--- src/include/evcnt_settings.svh ---
// ~~~~~~~~~~~~~~~~~~~~~~~~~~~~~~~~~~~~~~~~~~~~~~~~~~~~~~~~~~~~
// Build settings for the event counter block: channel count,
// local bus widths, address split and default read pattern
// ~~~~~~~~~~~~~~~~~~~~~~~~~~~~~~~~~~~~~~~~~~~~~~~~~~~~~~~~~~~~
`ifndef EVCNT_SETTINGS_SVH
`define EVCNT_SETTINGS_SVH

// Counter channels, also the width of the soft reset vector
`define EVCNT_NUM_CH  4

// Local bus widths
`define LB_ADDR_W     12
`define LB_DATA_W     32

// Address split, block index on top and register offset below
`define LB_BLK_W      4
`define LB_OFS_W      8

// Returned for unmapped blocks and unknown offsets
`define LB_DEFAULT_RD 32'hdeadbabe

// Event counter width
`define CNT_W         16

`endif

--- src/include/evcnt_regmap.svh ---
// ~~~~~~~~~~~~~~~~~~~~~~~~~~~~~~~~~~~~~~~~~~~~~~~~~~~~~~~~~~~~
// Register map: block indices and register offsets
// ~~~~~~~~~~~~~~~~~~~~~~~~~~~~~~~~~~~~~~~~~~~~~~~~~~~~~~~~~~~~
`ifndef EVCNT_REGMAP_SVH
`define EVCNT_REGMAP_SVH

// Block indices, channel i sits at block BLK_CH_BASE+i
`define BLK_RST_CNTRL       0
`define BLK_CH_BASE         1

// Reset controller offsets
`define RST_NUM_RESETS_OFS  0
`define RST_REG_OFS         1

// Channel offsets
`define CH_CTRL_OFS         0
`define CH_THRESH_OFS       1
`define CH_COUNT_OFS        2

`endif
--- src/hdl/evcnt_pkg.sv ---
// ~~~~~~~~~~~~~~~~~~~~~~~~~~~~~~~~~~~~~~~~~~~~~~~~~~~~~~~~~~~~
// Shared vector types for bus, register offsets and counts
// ~~~~~~~~~~~~~~~~~~~~~~~~~~~~~~~~~~~~~~~~~~~~~~~~~~~~~~~~~~~~
`include "evcnt_settings.svh"

package evcnt_pkg;

  // Full local bus address
  typedef logic [`LB_ADDR_W-1:0] lb_addr_t;

  // Bus data word, both directions
  typedef logic [`LB_DATA_W-1:0] lb_data_t;

  // Upper address field, picks the target block
  typedef logic [`LB_BLK_W-1:0]  blk_idx_t;

  // Lower address field, register inside a block
  typedef logic [`LB_OFS_W-1:0]  reg_ofs_t;

  // Event count and threshold
  typedef logic [`CNT_W-1:0]     cnt_t;

endpackage

--- src/hdl/evcnt_top.sv ---
// ~~~~~~~~~~~~~~~~~~~~~~~~~~~~~~~~~~~~~~~~~~~~~~~~~~~~~~~~~~~~
// Event counter top: decoder, reset bank, channels and merge
// ~~~~~~~~~~~~~~~~~~~~~~~~~~~~~~~~~~~~~~~~~~~~~~~~~~~~~~~~~~~~
`timescale 1ns/10ps
`include "evcnt_settings.svh"

module evcnt_top (
  input  logic                     clk,
  input  logic                     rst_n,
  input  logic                     lb_wr_en,
  input  logic                     lb_rd_en,
  input  evcnt_pkg::lb_addr_t      lb_addr,
  input  evcnt_pkg::lb_data_t      lb_wr_data,
  output logic                     lb_wr_valid,
  output logic                     lb_rd_valid,
  output evcnt_pkg::lb_data_t      lb_rd_data,
  input  logic [`EVCNT_NUM_CH-1:0] ev_in,
  output logic [`EVCNT_NUM_CH-1:0] ch_flag
);
  import evcnt_pkg::*;

  // Decoder to targets
  reg_ofs_t                 reg_ofs;
  lb_data_t                 wr_data;
  logic                     rc_wr_sel;
  logic                     rc_rd_sel;
  logic                     miss_wr;
  logic                     miss_rd;
  logic [`EVCNT_NUM_CH-1:0] ch_wr_sel;
  logic [`EVCNT_NUM_CH-1:0] ch_rd_sel;

  // Targets to merge
  logic                                rc_wr_ack;
  logic                                rc_rd_ack;
  lb_data_t                            rc_rd_data;
  logic [`EVCNT_NUM_CH-1:0]            ch_wr_ack;
  logic [`EVCNT_NUM_CH-1:0]            ch_rd_ack;
  logic [`EVCNT_NUM_CH*`LB_DATA_W-1:0] ch_rd_data;

  logic [`EVCNT_NUM_CH-1:0] cntrl_rst_n;

  lb_decoder u_decoder (
    .clk(clk), .rst_n(rst_n), .lb_wr_en(lb_wr_en), .lb_rd_en(lb_rd_en),
    .lb_addr(lb_addr), .lb_wr_data(lb_wr_data), .reg_ofs(reg_ofs),
    .wr_data(wr_data), .rc_wr_sel(rc_wr_sel), .rc_rd_sel(rc_rd_sel),
    .miss_wr(miss_wr), .miss_rd(miss_rd), .ch_wr_sel(ch_wr_sel),
    .ch_rd_sel(ch_rd_sel)
  );

  rst_cntrl u_rst_cntrl (
    .clk(clk), .rst_n(rst_n), .wr_sel(rc_wr_sel), .rd_sel(rc_rd_sel),
    .reg_ofs(reg_ofs), .wr_data(wr_data), .wr_ack(rc_wr_ack),
    .rd_ack(rc_rd_ack), .rd_data(rc_rd_data), .cntrl_rst_n(cntrl_rst_n)
  );

  // One channel per reset bit
  for (genvar i = 0; i < `EVCNT_NUM_CH; i++)
  begin : g_ch
    event_channel u_ch (
      .clk(clk), .rst_n(rst_n), .soft_rst_n(cntrl_rst_n[i]), .ev_in(ev_in[i]),
      .wr_sel(ch_wr_sel[i]), .rd_sel(ch_rd_sel[i]), .reg_ofs(reg_ofs),
      .wr_data(wr_data), .wr_ack(ch_wr_ack[i]), .rd_ack(ch_rd_ack[i]),
      .rd_data(ch_rd_data[i*`LB_DATA_W +: `LB_DATA_W]), .ch_flag(ch_flag[i])
    );
  end

  lb_rd_merge u_merge (
    .clk(clk), .rst_n(rst_n), .rc_wr_ack(rc_wr_ack), .rc_rd_ack(rc_rd_ack),
    .miss_wr(miss_wr), .miss_rd(miss_rd), .rc_rd_data(rc_rd_data),
    .ch_wr_ack(ch_wr_ack), .ch_rd_ack(ch_rd_ack), .ch_rd_data(ch_rd_data),
    .lb_wr_valid(lb_wr_valid), .lb_rd_valid(lb_rd_valid), .lb_rd_data(lb_rd_data)
  );

endmodule

--- src/hdl/lb_rd_merge.sv ---
// ~~~~~~~~~~~~~~~~~~~~~~~~~~~~~~~~~~~~~~~~~~~~~~~~~~~~~~~~~~~~
// Response merge onto the registered bus valids and read data
// ~~~~~~~~~~~~~~~~~~~~~~~~~~~~~~~~~~~~~~~~~~~~~~~~~~~~~~~~~~~~
`timescale 1ns/10ps
`include "evcnt_settings.svh"

module lb_rd_merge (
  input  logic                                 clk,
  input  logic                                 rst_n,
  input  logic                                 rc_wr_ack,
  input  logic                                 rc_rd_ack,
  input  logic                                 miss_wr,
  input  logic                                 miss_rd,
  input  evcnt_pkg::lb_data_t                  rc_rd_data,
  input  logic [`EVCNT_NUM_CH-1:0]             ch_wr_ack,
  input  logic [`EVCNT_NUM_CH-1:0]             ch_rd_ack,
  input  logic [`EVCNT_NUM_CH*`LB_DATA_W-1:0]  ch_rd_data,
  output logic                                 lb_wr_valid,
  output logic                                 lb_rd_valid,
  output evcnt_pkg::lb_data_t                  lb_rd_data
);
  import evcnt_pkg::*;

  // Miss strobes skip the target stage, delayed here to line up
  logic     miss_wr_q;
  logic     miss_rd_q;
  lb_data_t or_data;

  // Targets drive zero when idle
  always_comb
  begin
    or_data = rc_rd_data | (miss_rd_q ? `LB_DEFAULT_RD : '0);
    for (int i = 0; i < `EVCNT_NUM_CH; i++)
    begin
      or_data = or_data | ch_rd_data[i*`LB_DATA_W +: `LB_DATA_W];
    end
  end

  always_ff @(posedge clk or negedge rst_n)
  begin
    if (!rst_n)
    begin
      miss_wr_q   <= 1'b0;
      miss_rd_q   <= 1'b0;
      lb_wr_valid <= 1'b0;
      lb_rd_valid <= 1'b0;
    end
    else
    begin
      miss_wr_q   <= miss_wr;
      miss_rd_q   <= miss_rd;
      lb_wr_valid <= rc_wr_ack || (|ch_wr_ack) || miss_wr_q;
      lb_rd_valid <= rc_rd_ack || (|ch_rd_ack) || miss_rd_q;
    end
  end

  always_ff @(posedge clk)
  begin
    lb_rd_data <= or_data;
  end

  // OR merge is only valid with a single responder
  a_one_rd_ack: assert property (@(posedge clk) disable iff (!rst_n)
    $onehot0({rc_rd_ack, ch_rd_ack, miss_rd_q}))
    else $error("lb_rd_merge: more than one read response");

endmodule

--- src/hdl/event_channel.sv ---
// ~~~~~~~~~~~~~~~~~~~~~~~~~~~~~~~~~~~~~~~~~~~~~~~~~~~~~~~~~~~~
// Event counter channel with sync, edge detect and threshold
// ~~~~~~~~~~~~~~~~~~~~~~~~~~~~~~~~~~~~~~~~~~~~~~~~~~~~~~~~~~~~
`timescale 1ns/10ps
`include "evcnt_settings.svh"
`include "evcnt_regmap.svh"

module event_channel (
  input  logic                clk,
  input  logic                rst_n,
  input  logic                soft_rst_n,
  input  logic                ev_in,
  input  logic                wr_sel,
  input  logic                rd_sel,
  input  evcnt_pkg::reg_ofs_t reg_ofs,
  input  evcnt_pkg::lb_data_t wr_data,
  output logic                wr_ack,
  output logic                rd_ack,
  output evcnt_pkg::lb_data_t rd_data,
  output logic                ch_flag
);
  import evcnt_pkg::*;

  logic     ev_meta;
  logic     ev_sync;
  logic     ev_prev;
  logic     ev_rise;
  logic     enable;
  cnt_t     threshold;
  cnt_t     count;
  lb_data_t rd_word;

  // Two-stage synchronizer plus a delay tap for edge detection
  always_ff @(posedge clk or negedge rst_n)
  begin
    if (!rst_n)
    begin
      ev_meta <= 1'b0;
      ev_sync <= 1'b0;
      ev_prev <= 1'b0;
    end
    else
    begin
      ev_meta <= ev_in;
      ev_sync <= ev_meta;
      ev_prev <= ev_sync;
    end
  end

  assign ev_rise = ev_sync && !ev_prev;

  // Soft reset wins over bus writes and counting
  always_ff @(posedge clk or negedge rst_n)
  begin
    if (!rst_n)
    begin
      enable    <= 1'b0;
      threshold <= '0;
      count     <= '0;
    end
    else if (!soft_rst_n)
    begin
      enable    <= 1'b0;
      threshold <= '0;
      count     <= '0;
    end
    else
    begin
      if (wr_sel && (reg_ofs == reg_ofs_t'(`CH_CTRL_OFS)))
      begin
        enable <= wr_data[0];
      end
      if (wr_sel && (reg_ofs == reg_ofs_t'(`CH_THRESH_OFS)))
      begin
        threshold <= wr_data[`CNT_W-1:0];
      end
      // Saturate at all ones
      if (enable && ev_rise && (count != '1))
      begin
        count <= count + 1'b1;
      end
    end
  end

  // Held channels read as zero at every offset
  always_comb
  begin
    if (!soft_rst_n)
    begin
      rd_word = '0;
    end
    else
    begin
      case (reg_ofs)
        reg_ofs_t'(`CH_CTRL_OFS):   rd_word = lb_data_t'(enable);
        reg_ofs_t'(`CH_THRESH_OFS): rd_word = lb_data_t'(threshold);
        reg_ofs_t'(`CH_COUNT_OFS):  rd_word = lb_data_t'(count);
        default:                    rd_word = `LB_DEFAULT_RD;
      endcase
    end
  end

  // Bus response, acks even while held in soft reset
  always_ff @(posedge clk or negedge rst_n)
  begin
    if (!rst_n)
    begin
      wr_ack  <= 1'b0;
      rd_ack  <= 1'b0;
      rd_data <= '0;
    end
    else
    begin
      wr_ack  <= wr_sel;
      rd_ack  <= rd_sel;
      rd_data <= rd_sel ? rd_word : '0;
    end
  end

  assign ch_flag = enable && (count >= threshold);

  // Count only moves up unless the previous cycle held a soft reset
  a_count_mono: assert property (@(posedge clk) disable iff (!rst_n)
    $past(soft_rst_n) |-> (count >= $past(count)))
    else $error("event_channel: count decreased without soft reset");

endmodule

--- src/hdl/rst_cntrl.sv ---
// ~~~~~~~~~~~~~~~~~~~~~~~~~~~~~~~~~~~~~~~~~~~~~~~~~~~~~~~~~~~~
// Software reset register bank with channel count readback
// ~~~~~~~~~~~~~~~~~~~~~~~~~~~~~~~~~~~~~~~~~~~~~~~~~~~~~~~~~~~~
`timescale 1ns/10ps
`include "evcnt_settings.svh"
`include "evcnt_regmap.svh"

module rst_cntrl (
  input  logic                     clk,
  input  logic                     rst_n,
  input  logic                     wr_sel,
  input  logic                     rd_sel,
  input  evcnt_pkg::reg_ofs_t      reg_ofs,
  input  evcnt_pkg::lb_data_t      wr_data,
  output logic                     wr_ack,
  output logic                     rd_ack,
  output evcnt_pkg::lb_data_t      rd_data,
  output logic [`EVCNT_NUM_CH-1:0] cntrl_rst_n
);
  import evcnt_pkg::*;

  lb_data_t rd_word;

  // Readback mux
  always_comb
  begin
    case (reg_ofs)
      reg_ofs_t'(`RST_NUM_RESETS_OFS): rd_word = lb_data_t'(`EVCNT_NUM_CH);
      reg_ofs_t'(`RST_REG_OFS):        rd_word = lb_data_t'(cntrl_rst_n);
      default:                         rd_word = `LB_DEFAULT_RD;
    endcase
  end

  always_ff @(posedge clk or negedge rst_n)
  begin
    if (!rst_n)
    begin
      // Every channel held in reset until software releases it
      cntrl_rst_n <= '0;
      wr_ack      <= 1'b0;
      rd_ack      <= 1'b0;
      rd_data     <= '0;
    end
    else
    begin
      // 1 = channel running
      if (wr_sel && (reg_ofs == reg_ofs_t'(`RST_REG_OFS)))
      begin
        cntrl_rst_n <= wr_data[`EVCNT_NUM_CH-1:0];
      end
      wr_ack  <= wr_sel;
      rd_ack  <= rd_sel;
      // Zero between reads so the merge can OR
      rd_data <= rd_sel ? rd_word : '0;
    end
  end

endmodule

--- src/hdl/lb_decoder.sv ---
// ~~~~~~~~~~~~~~~~~~~~~~~~~~~~~~~~~~~~~~~~~~~~~~~~~~~~~~~~~~~~
// Local bus address decoder with registered target selects
// ~~~~~~~~~~~~~~~~~~~~~~~~~~~~~~~~~~~~~~~~~~~~~~~~~~~~~~~~~~~~
`timescale 1ns/10ps
`include "evcnt_settings.svh"
`include "evcnt_regmap.svh"

module lb_decoder (
  input  logic                     clk,
  input  logic                     rst_n,
  input  logic                     lb_wr_en,
  input  logic                     lb_rd_en,
  input  evcnt_pkg::lb_addr_t      lb_addr,
  input  evcnt_pkg::lb_data_t      lb_wr_data,
  output evcnt_pkg::reg_ofs_t      reg_ofs,
  output evcnt_pkg::lb_data_t      wr_data,
  output logic                     rc_wr_sel,
  output logic                     rc_rd_sel,
  output logic                     miss_wr,
  output logic                     miss_rd,
  output logic [`EVCNT_NUM_CH-1:0] ch_wr_sel,
  output logic [`EVCNT_NUM_CH-1:0] ch_rd_sel
);
  import evcnt_pkg::*;

  blk_idx_t                 blk;
  logic                     rc_hit;
  logic [`EVCNT_NUM_CH-1:0] ch_hit;
  logic                     miss;

  // Block index from the top bits
  assign blk = lb_addr[`LB_ADDR_W-1 -: `LB_BLK_W];

  // One-hot block match, anything left over is a miss
  always_comb
  begin
    rc_hit = (blk == blk_idx_t'(`BLK_RST_CNTRL));
    for (int i = 0; i < `EVCNT_NUM_CH; i++)
    begin
      ch_hit[i] = (blk == blk_idx_t'(`BLK_CH_BASE + i));
    end
    miss = !rc_hit && !(|ch_hit);
  end

  // Select strobes, one cycle after the bus strobe
  always_ff @(posedge clk or negedge rst_n)
  begin
    if (!rst_n)
    begin
      rc_wr_sel <= 1'b0;
      rc_rd_sel <= 1'b0;
      miss_wr   <= 1'b0;
      miss_rd   <= 1'b0;
      ch_wr_sel <= '0;
      ch_rd_sel <= '0;
    end
    else
    begin
      rc_wr_sel <= lb_wr_en && rc_hit;
      rc_rd_sel <= lb_rd_en && rc_hit;
      miss_wr   <= lb_wr_en && miss;
      miss_rd   <= lb_rd_en && miss;
      ch_wr_sel <= {`EVCNT_NUM_CH{lb_wr_en}} & ch_hit;
      ch_rd_sel <= {`EVCNT_NUM_CH{lb_rd_en}} & ch_hit;
    end
  end

  // Offset and data shared by all targets, held between accesses
  always_ff @(posedge clk)
  begin
    if (lb_wr_en || lb_rd_en)
    begin
      reg_ofs <= lb_addr[`LB_OFS_W-1:0];
      wr_data <= lb_wr_data;
    end
  end

  // Only one target, or the miss path, sees any given access
  a_one_target: assert property (@(posedge clk) disable iff (!rst_n)
    $onehot0({rc_wr_sel, rc_rd_sel, miss_wr, miss_rd, ch_wr_sel, ch_rd_sel}))
    else $error("lb_decoder: more than one select strobe high");

endmodule

--- config.mk ---
export PLATFORM = sky130hd
export DESIGN_NAME = evcnt_top
export DESIGN_NICKNAME = d
export VERILOG_FILES = /design/src/hdl/evcnt_pkg.sv /design/src/hdl/evcnt_top.sv /design/src/hdl/lb_rd_merge.sv /design/src/hdl/event_channel.sv /design/src/hdl/rst_cntrl.sv /design/src/hdl/lb_decoder.sv
export VERILOG_INCLUDE_DIRS = /design/src /design/src/include
export SDC_FILE = /design/constraint.sdc
export NUM_CORES = 1
export LEC_CHECK = 0
export BUFFER_PORTS_ARGS = -buffer_cell sky130_fd_sc_hd__buf_2
export CORE_ASPECT_RATIO = 2
export CORE_MARGIN = 2
export CORE_UTILIZATION = 57
export DETAILED_ROUTE_END_ITERATION = 10
export PLACE_DENSITY = 0.84
export SLEW_MARGIN = 10
export SYNTH_ARGS = -nofsm -noshare
export SYNTH_HDL_FRONTEND = slang
export SYNTH_SLANG_ARGS = --single-unit
--- constraint.sdc ---
create_clock -name clk -period 5.1 [get_ports clk]
set_clock_uncertainty 0.2 [all_clocks]
set_input_delay 0.765 -clock clk [delete_from_list [all_inputs] [get_ports clk]]
set_output_delay 0.765 -clock clk [all_outputs]
set_load 0.02 [all_outputs]
* After elaboration in Yosys (flattened, before gate mapping)
Index checks and enable logic that the tools add are counted.
W data, S select, Z words.
** Word-level totals
- Register bits after elaboration :: 390
- Input port bits :: 52
- Output and inout bits :: 38
- Word-level logic and storage cells :: 175
** Operators by class
- Add/subtract/negate cells :: 4
- Order comparisons :: 4
- Eq/ne operators :: 22
- Muxes and demuxes :: 39
- Bitwise logic cells :: 7
- Reduce and logical (&&, ||, !) cells :: 46
** Operators by type and width (number)
- $pmux W32 S3 :: 4
- $mux W32 :: 10
- $mux W16 :: 16
- $or A32 B32 Y32 :: 5
- $add A16 B1 Y16 const B :: 4
- $ge A16 B16 Y1 :: 4
- $ne A16 B16 Y1 const B :: 4
- $pmux W32 S2 :: 1
- $logic_and A1 B1 Y1 :: 30
- $ne A2 B1 Y1 const B :: 12
- $reduce_or A4 Y1 :: 3
- $and A4 B4 Y4 :: 2
- $eq A4 B2 Y1 const B :: 2
- $eq A8 B1 Y1 const B :: 1
- $eq A8 B2 Y1 const B :: 1
- $logic_not A8 Y1 :: 1
- $mux W1 :: 8
- $logic_not A1 Y1 :: 6
- $logic_or A1 B1 Y1 :: 5
- $eq A4 B1 Y1 const B :: 1
- $eq A4 B3 Y1 const B :: 1
- $logic_not A4 Y1 :: 1

* Depth between registers and ports, before layout
Gate-level depths: netlist of run 1.
- Depth after elaboration :: 6
- Depth in mapped cells :: 9
- Mapped depth without buffers :: 7

* Cells and area by module
Synthesis of run 1 repeated with hierarchy kept, for this count alone.
** Unflattened totals
- Cell total of the unflattened synthesis :: 1493
- Area total of the unflattened synthesis :: 15343.5 µm²
** By module, submodules not included
- event_channel (g_ch[1].u_ch ...) :: times used 3, cells an instance 306, area each 2969.1 µm², sequential area each 1376.3 µm²
- event_channel (g_ch[0].u_ch) :: times used 1, cells an instance 306, area each 2955.3 µm², sequential area each 1376.3 µm²
- lb_decoder :: times used 1, cells an instance 72, area each 1642.8 µm², sequential area each 1501.4 µm²
- lb_rd_merge :: times used 1, cells an instance 140, area each 1211.2 µm², sequential area each 740.7 µm²
- rst_cntrl :: times used 1, cells an instance 57, area each 626.9 µm², sequential area each 275.3 µm²

* Least setup slack after synthesis of run 1
No wires, ideal clock.
- Path kind :: register to output
- Start point :: reg g_ch[3].u_ch.count[0]
- End point :: out ch_flag[3]
- Data arrival time :: 1.669 ns
- Data required time :: 4.135 ns
- Slack :: 2.466 ns
- Cell stages (with the launch flop) :: 9
- Path buffers :: 1
- Path through :: dfrtp_1 > inv_1 > ha_1 > nand2b_1 > a211oi_1 > o21bai_1 > a221oi_1 > o41ai_1 > buf_4
** On the way
- Word-level cells in the longest chain between the ends :: 2
** Ends and longest elaborated chain
- start, declared :: RTL line event_channel.sv:30 : cnt_t count;
- start signal, assigned :: RTL line event_channel.sv:80 : count <= count + 1'b1;
- $ge A16 B16 Y1 :: RTL line event_channel.sv:120 : assign ch_flag = enable && (count >= threshold);
- $logic_and A1 B1 Y1 :: RTL line event_channel.sv:120
- end, declared :: RTL line evcnt_top.sv:18 : output logic [`EVCNT_NUM_CH-1:0] ch_flag
Every way passes these cells.

* Final worst setup path of run 1
- Start point :: reg g_ch[2].u_ch.count[5]
- End point :: out ch_flag[2]
** On the way
- Word-level cells in the longest chain between the ends :: 2
** Ends and longest elaborated chain (RTL line)
- start, declared :: event_channel.sv:30
- start signal, assigned :: event_channel.sv:80
- $ge A16 B16 Y1 :: event_channel.sv:120
- $logic_and A1 B1 Y1 :: event_channel.sv:120
Every way passes these cells.

==> summary.md, run 1 <==
| Metric | Value |
|---|---|
| Leak | 6.98 nW |
| Status | finished, final reports clean |
| Design Power | 4.60 mW |
| EDFF count, synth | 24 |
| Critical path class | register to primary output |
| Arrival time worst endpoint | 2.47 ns |
| Worst setup path startpoint | g_ch[2].u_ch.count[5] |
| Max rail drop VDD | 311 µV |
| Setup_tns | 0 ns |
| Routability congestion estimate | 1.03 |
| Nets | 1,400 |
| Worst hold path type | input pin to asynchronous set/reset pin |
| Routed Antenna Nets | 0 |
| Cell Rows | 79 |
| Seq cells post-synth | 288 |
| Ys flop type | dfrtp_1 |
| Worst-path maximum fanout | 8 |
| Clock Power Share | 43.0% |
| Die Span Y | 221 µm |
| Wirelength per Cell | 21.2 µm |
| FF/Latch Area | 7240 µm² |
| Pwr dens | 314 nW/µm² |
| Post-CTS setup buffer count | 0 |
| All-Layer GR Usage | 27.4% |
| # Max-Cap Violations | 0 |
| Critical Path Max Stage Delay | 0.48 ns |
| Crit. End Element | primary output |
| Fillers | 1,713 |
| Layout cell share with drive strength beyond 1 | 11.2% |
| Post-cts resize count | 0 |
| First-pass GRT wire length | 53.4 mm |
| RSZ-0062 raised after global routing | no |
| Die W | 113 µm |
| Vias in the first global route | 10,094 |
| Min cycle time layout | 3.44 ns |
| Startpoint types | register |
| Internal power | 3.54 mW |
| Clk_lat worst skew | 0.54 ns |
| Net Switching | 1.06 mW |
| Largest net degree at the start of global routing | 114 |
| Sequential area share after synthesis | 53.9% |
| Max Clk Rate | 291 MHz |
| Vias after detailed routing | 9,849 |
| Core area | 23,200 µm² |
| Async set-or-reset flop fraction in the synthesized netlist | 85.8% |
| TritonCTS buffer count | 25 |
| Count of final hold-check violations | 0 |
| Port buffer count | 68 |
| Initial antenna violation count | 0 |
| Multi-input gate area | 5490 µm² |
| Ports | 90 |
| Ant. Diodes | 0 |
| H-tree Lvls | 1 |
| Starting Density | 57.8% |
| Critical path's slowest cell | o41ai_1 |
| Final setup viols | 0 |
| Reg-to-Reg Start | u_decoder.reg_ofs[7] |
| Worst EP required | 4.14 ns |
| Crit path cell chain | ha_1, and4_1, a221o_1, a21oi_1, o41ai_1, buf_2 |
| # clock sinks | 288 |
| Commonest non-fill, non-tap cell in the layout | dfrtp_1 |
| Grt ovf | 0 |
| Cells after synthesis | 1,250 |
| Slew headroom | 24.3% |
| Final WL | 33.4 mm |
| Synth Cell Area | 13,400 µm² |
| Die area | 24,900 µm² |
| Root buf cell | clkbuf_16 |
| Setup slack at placement | 2.20 ns |
| Final period util | 67.4% |
| Flop pwr share | 52.2% |
| Netlist cell types | 68 |
| Final Worst Setup Slack | 1.66 ns |
| Syn_area_per_cell | 10.7 µm² |
| DRC | 0 |
| Sw Share | 23.1% |
| Maximum clock insertion buffer count | 3 |
| Vias per cell | 6.23 |
| Pre-antenna DRT Iters | 8 |
| Hold_buf cts | 0 |
| CTS tree | built |
| Area Growth Syn to Fin | 9.04% |
| Yosys warns | 0 |
| Detailed Place HPWL | 23.5 mm |
| Commonest non-fill, non-tap cells in the layout | dfrtp_1, nand2_1, a21oi_1, nor2_1, inv_1 |
| Combinational cell fraction of total power | 4.7% |
| Iter 0 DRT Violations | 715 |
| Slew Limit Fails | 0 |
| Worst slew pin tran | 1.13 ns |
| Clock-pin slew on the worst setup and hold paths | 0.07 ns |
-- cells in the mapped netlist, types with 12 or more instances --
cell type	number	area (µm²)
nand2b_1	12	75.1
clkbuf_1	39	146
a22o_1	64	561
nor2_1	73	274
and2_1	31	194
ha_1	68	851
nand2_1	86	323
xor2_1	19	166
a22oi_1	16	120
a21o_1	47	353
nor3_1	17	85.1
inv_1	69	259
o21ai_0	67	335
a21oi_1	82	410
nand3_1	38	190
mux2i_1	13	130
and3_1	17	106
dfxtp_1	17	340
edfxtp_1	24	721
dfrtp_1	247	6180
nand4_1	24	150
buf_4	26	195
nor4_1	21	131
xnor2_1	22	193
-- sequential cells by signal, indices dropped and copies added (netlist names), 4 cells and up --
register and cells:
g_ch.u_ch.rd_data 68, g_ch.u_ch.count 64, g_ch.u_ch.threshold 64, u_merge.lb_rd_data 17, u_decoder.wr_data 16, u_decoder.reg_ofs 8, u_rst_cntrl.rd_data 5, g_ch.u_ch.enable 4
g_ch.u_ch.ev_meta 4, g_ch.u_ch.ev_prev 4, g_ch.u_ch.ev_sync 4, g_ch.u_ch.rd_ack 4, g_ch.u_ch.wr_ack 4, u_decoder.ch_rd_sel 4, u_decoder.ch_wr_sel 4, u_rst_cntrl.cntrl_rst_n 4
-- final timing paths --
path,endpoint,slack (ns),depth (start not counted)
setup / recovery,ch_flag[2],1.66,6
hold / removal,g_ch[3].u_ch.threshold[0],0.04,1
setup reg to reg,g_ch[3].u_ch.threshold[0],2.16,6
hold reg to reg,g_ch[1].u_ch.ev_sync,0.15,0
max in group asynchronous,g_ch[2].u_ch.wr_ack,3.65,2
min in group clk,g_ch[2].u_ch.ev_meta,0.14,1
-- critical path, delay by kind of cell, from the launching register on --
family                     cells  cell delay, ns
AOI/OAI and AO/OA              3            0.69
DFF                            1            0.45
adders and majority gates      1            0.33
buffers and inverters          1            0.25
and+or+nand+nor                1            0.22
-- power by group through the flow --
stage / sequential, mW / clock (mW) / combinational, mW
2_1_floorplan: 2.42 / 0 / 0.113
3_3_place_gp: 2.44 / 0 / 0.212
3_5_place_dp: 2.44 / 0 / 0.215
4_1_cts: 2.40 / 2.01 / 0.217
5_1_grt: 2.40 / 2.09 / 0.238
6_report: 2.40 / 1.98 / 0.218
-- metrics by stage --
stage,instance area [µm²],hold slack (ns),std cells,util [%]
floorplan,13400,0.131,1254,-
global placement,13800,0.133,1536,59.4
detailed placement,13800,0.137,1536,59.4
CTS,14600,0.117,1581,63.0
global route,14600,0.122,1581,63.0
finish,14600,0.0404,1581,63.0
-- per-layer routing --
metal	wire length [µm]	GRT usage, %	share of wire, %	vias up
met5	0	0	0	-
met3	1960	4.11	5.9	163
met2	17000	47.7	51	374
li1	-	-	-	4491
met4	3160	21.4	9.4	0
met1	11300	29.0	34	4821
-- cells by family (layout without fill, tap and decap cells) --
group                      after synthesis  count (layout)  synth area share (%)
and+or+nand+nor                        370             370                  14.6
AOI/OAI and AO/OA                      316             316                  15.8
DFF                                    288             288                  53.9
buffers and inverters                  149             193                  5.29
adders and majority gates               68              68                  6.34
xor gates and xnor gates                41              41                  2.67
muxes                                   17              17                  1.30
other                                    1               5                0.0279
-- cell type report --
class,instances,area share [%]
clock buffers,32,4.79
clock inverters,13,1.04
inverters,70,1.79
multi-input cells,817,37.5
flip-flops and latches,288,49.5
well taps,283,2.42
repair buffers,78,2.99
(Power assumes the default switching activity.)
==> run 2: changes to the inputs <==
==> constraint.sdc (replaced) <==
create_clock -name clk -period 3.3 [get_ports clk]
set_clock_uncertainty 0.2 [all_clocks]
set_input_delay 0.495 -clock clk [delete_from_list [all_inputs] [get_ports clk]]
set_output_delay 0.495 -clock clk [all_outputs]
set_load 0.02 [all_outputs]
==> run 2 against run 1 <==
Non-clock buffer count is 37 higher. Combinational power is 68% higher. First-iteration DRC count is 15% higher. Clock power is 50% higher. Cell count is 2.3% higher. Sequential power is 55% higher. Power is 53% higher. Die area stayed put.
==> summary.md, run 2 (same netlist as run 1, synthesis figures left out) <==
| Metric | Value |
|---|---|
| Largest Register | g_ch.u_ch.rd_data |
| Die Span Y | 221 µm (unchanged) |
| Iter 0 DRT Violations | 823 (+15%) |
| # Max-Cap Violations | 0 (unchanged) |
| Inst Count DP | 1,544 (+0.52%) |
| Internal power | 5.40 mW (+53%) |
| Maximum clock insertion buffer count | 3 (unchanged) |
| Combinational cell fraction of total power | 5.2% (+0.5 points) |
| Routed Antenna Nets | 0 (unchanged) |
| Clock Power Share | 42.1% (-0.9 points) |
| Area after DPL | 13,900 µm² (+0.53%) |
| DR WL met2 | 18.2 mm (+6.7%) |
| Worst setup path startpoint | g_ch[3].u_ch.count[0] |
| Final setup viols | 0 (unchanged) |
| Top Metal Used | met4 |
| WHS | 0.0181 ns (-0.0223 ns) |
| Worst hold path type | input pin to register |
| Clk_lat worst skew | 0.54 ns (about the same) |
| Cell Rows | 79 (unchanged) |
| Die W | 113 µm (unchanged) |
| Final period util | 95.8% |
| Final WL | 35.1 mm (+4.9%) |
| Slew headroom | 35.2% (+11 points) |
| Sw Share | 23.4% (+0.36 points) |
| R2R Path End | g_ch[3].u_ch.threshold[5] |
| Net Switching | 1.65 mW (+56%) |
| Hold worst-path end | u_decoder.miss_rd |
| Commonest non-fill, non-tap cell in the layout | dfrtp_1 |
| Ports | 90 (unchanged) |
| Arrival time worst endpoint | 2.47 ns (about the same) |
| Max reg flops | 68 (unchanged) |
| Setup slack at placement | 0.681 ns (-1.52 ns) |
| # clock sinks | 288 (unchanged) |
| Commonest non-fill, non-tap cells in the layout | dfrtp_1, nand2_1, a21oi_1, nor2_1, inv_1 |
| Ant. Diodes | 0 (unchanged) |
| Max Clk Rate | 316 MHz |
| Reg-to-Reg Start | u_decoder.reg_ofs[7] |
| H-tree Lvls | 1 (unchanged) |
| Layout cell share with drive strength beyond 1 | 11.3% (+0.15 points) |
| Wirelength per Cell | 21.7 µm (+2.6%) |
| Startpoint types | register |
| Crit. End Element | primary output |
| Final Worst Setup Slack | 0.138 ns (-1.52 ns) |
| Critical path class | register to primary output |
| Slew Limit Fails | 0 (unchanged) |
| Metal-1 WL | 11.8 mm (+4.7%) |
| Detailed Place HPWL | 24.3 mm (+3.4%) |
| HP Start | lb_rd_en |
| Setup_tns | 0 ns (unchanged) |
| Vias per cell | 6.28 (+0.73%) |
| Initial antenna violation count | 0 (unchanged) |
| Status | finished, final reports clean |
| WL met3 | 1.94 mm (-1.0%) |
| Worst-path maximum fanout | 4 (-4) |
| Worst EP required | 2.60 ns (-1.54 ns) |
| Root buf cell | clkbuf_16 |
| Largest net degree at the start of global routing | 93 (-18%) |
| Area Growth Syn to Fin | 11.6% |
| CTS tree | built |
| Nets | 1,436 (+2.6%) |
| Vias after detailed routing | 10,147 (+3.0%) |
| TritonCTS buffer count | 24 (-4.0%) |
| Worst slew pin tran | 0.967 ns (-0.159 ns) |
| Final instance area | 15,000 µm² (+2.3%) |
| Core area | 23,200 µm² (unchanged) |
| Die area | 24,900 µm² (unchanged) |
| Port buffer count | 68 (unchanged) |
| Pwr dens | 470 nW/µm² (+50%) |
| Vias in the first global route | 10,368 (+2.7%) |
| Routability congestion estimate | 1.01 (-1.5%) |
| All-Layer GR Usage | 28.3% (+0.85 points) |
| Flop pwr share | 52.7% (+0.5 points) |
| Count of final hold-check violations | 0 (unchanged) |
| Leak | 7.12 nW (+2.1%) |
| Clock-pin slew on the worst setup and hold paths | 0.07 ns (about the same) |
| Pre-antenna DRT Iters | 6 (-2) |
| Final cell count without fillers | 1,617 (+2.3%) |
| Hold Crit Depth | 2 |
| RSZ-0062 raised after global routing | no |
| Min cycle time layout | 3.16 ns |
| Max rail drop VDD | 454 µV (+46%) |
| Fillers | 1,696 (-0.99%) |
| DRC | 0 (unchanged) |
| Reg-to-reg setup timing slack | 0.78 ns (-1.38 ns) |
| Largest regs | g_ch.u_ch.rd_data x68, g_ch.u_ch.count x64, g_ch.u_ch.threshold x64 |
| Grt ovf | 0 (unchanged) |
| Worst r2r path cells | 5 (-1) |
| Starting Density | 57.8% (unchanged) |
| Design Power | 7.05 mW (+53%) |
| First-pass GRT wire length | 55.0 mm (+3.0%) |
| Core Util, Final | 64.5% (+1.5 points) |
-- run 2: what timing repair did --
action,in CTS,in global routing
gates resized for setup,0,1
hold buffers,29,0
endpoints found under the hold margin,116,0
setup buffers,0,0
endpoints found under the setup margin,0,1
-- run 2: power groups by stage --
| stage | sequential (mW) | combinational (mW) | clock (mW) |
|---|---|---|---|
| final | 3.71 | 0.367 | 2.97 |
| after detailed placement | 3.77 | 0.333 | 0 |
| after global placement | 3.77 | 0.328 | 0 |
| after floorplan | 3.74 | 0.175 | 0 |
| after global routing | 3.71 | 0.397 | 3.12 |
| after CTS | 3.71 | 0.362 | 2.99 |
-- run 2: area by class of cell --
| class | instances | area (µm²) | share of cell area [%] |
|---|---|---|---|
| clock inverter | 10 | 92.6 | 0.618 |
| timing repair buffer | 115 | 801 | 5.34 |
| tap | 283 | 354 | 2.36 |
| clock buffer | 34 | 732 | 4.89 |
| multi-input combinational | 817 | 5500 | 36.7 |
| inverter | 70 | 263 | 1.75 |
| sequential | 288 | 7240 | 48.3 |
-- run 2: worst max path at each step --
stage	slack (ns)	cells after the start	endpoint
2_1_floorplan	0.94	8	ch_flag[3]
3_3_place_gp	0.71	8	ch_flag[3]
3_5_place_dp	0.68	8	ch_flag[3]
4_1_cts	0.10	8	ch_flag[3]
5_1_grt	0.04	8	ch_flag[3]
6_report	0.14	8	ch_flag[3]
-- run 2: per-layer routing --
layer  vias to the layer above  track usage [%]
li1                       4557                -
met1                      5010             30.3
met2                       410             49.7
met3                       170             3.73
met4                         0             21.1
met5                         -                0
-- run 2: worst max-delay path, stage by stage, from the launching register on --
cell and delay (ns):
dfrtp_1 0.40, inv_1 0.09, ha_1 0.28, nand2b_1 0.09, a211oi_1 0.07, o21bai_1 0.20, a221oi_2 0.10, o41ai_1 0.45
buf_2 0.24
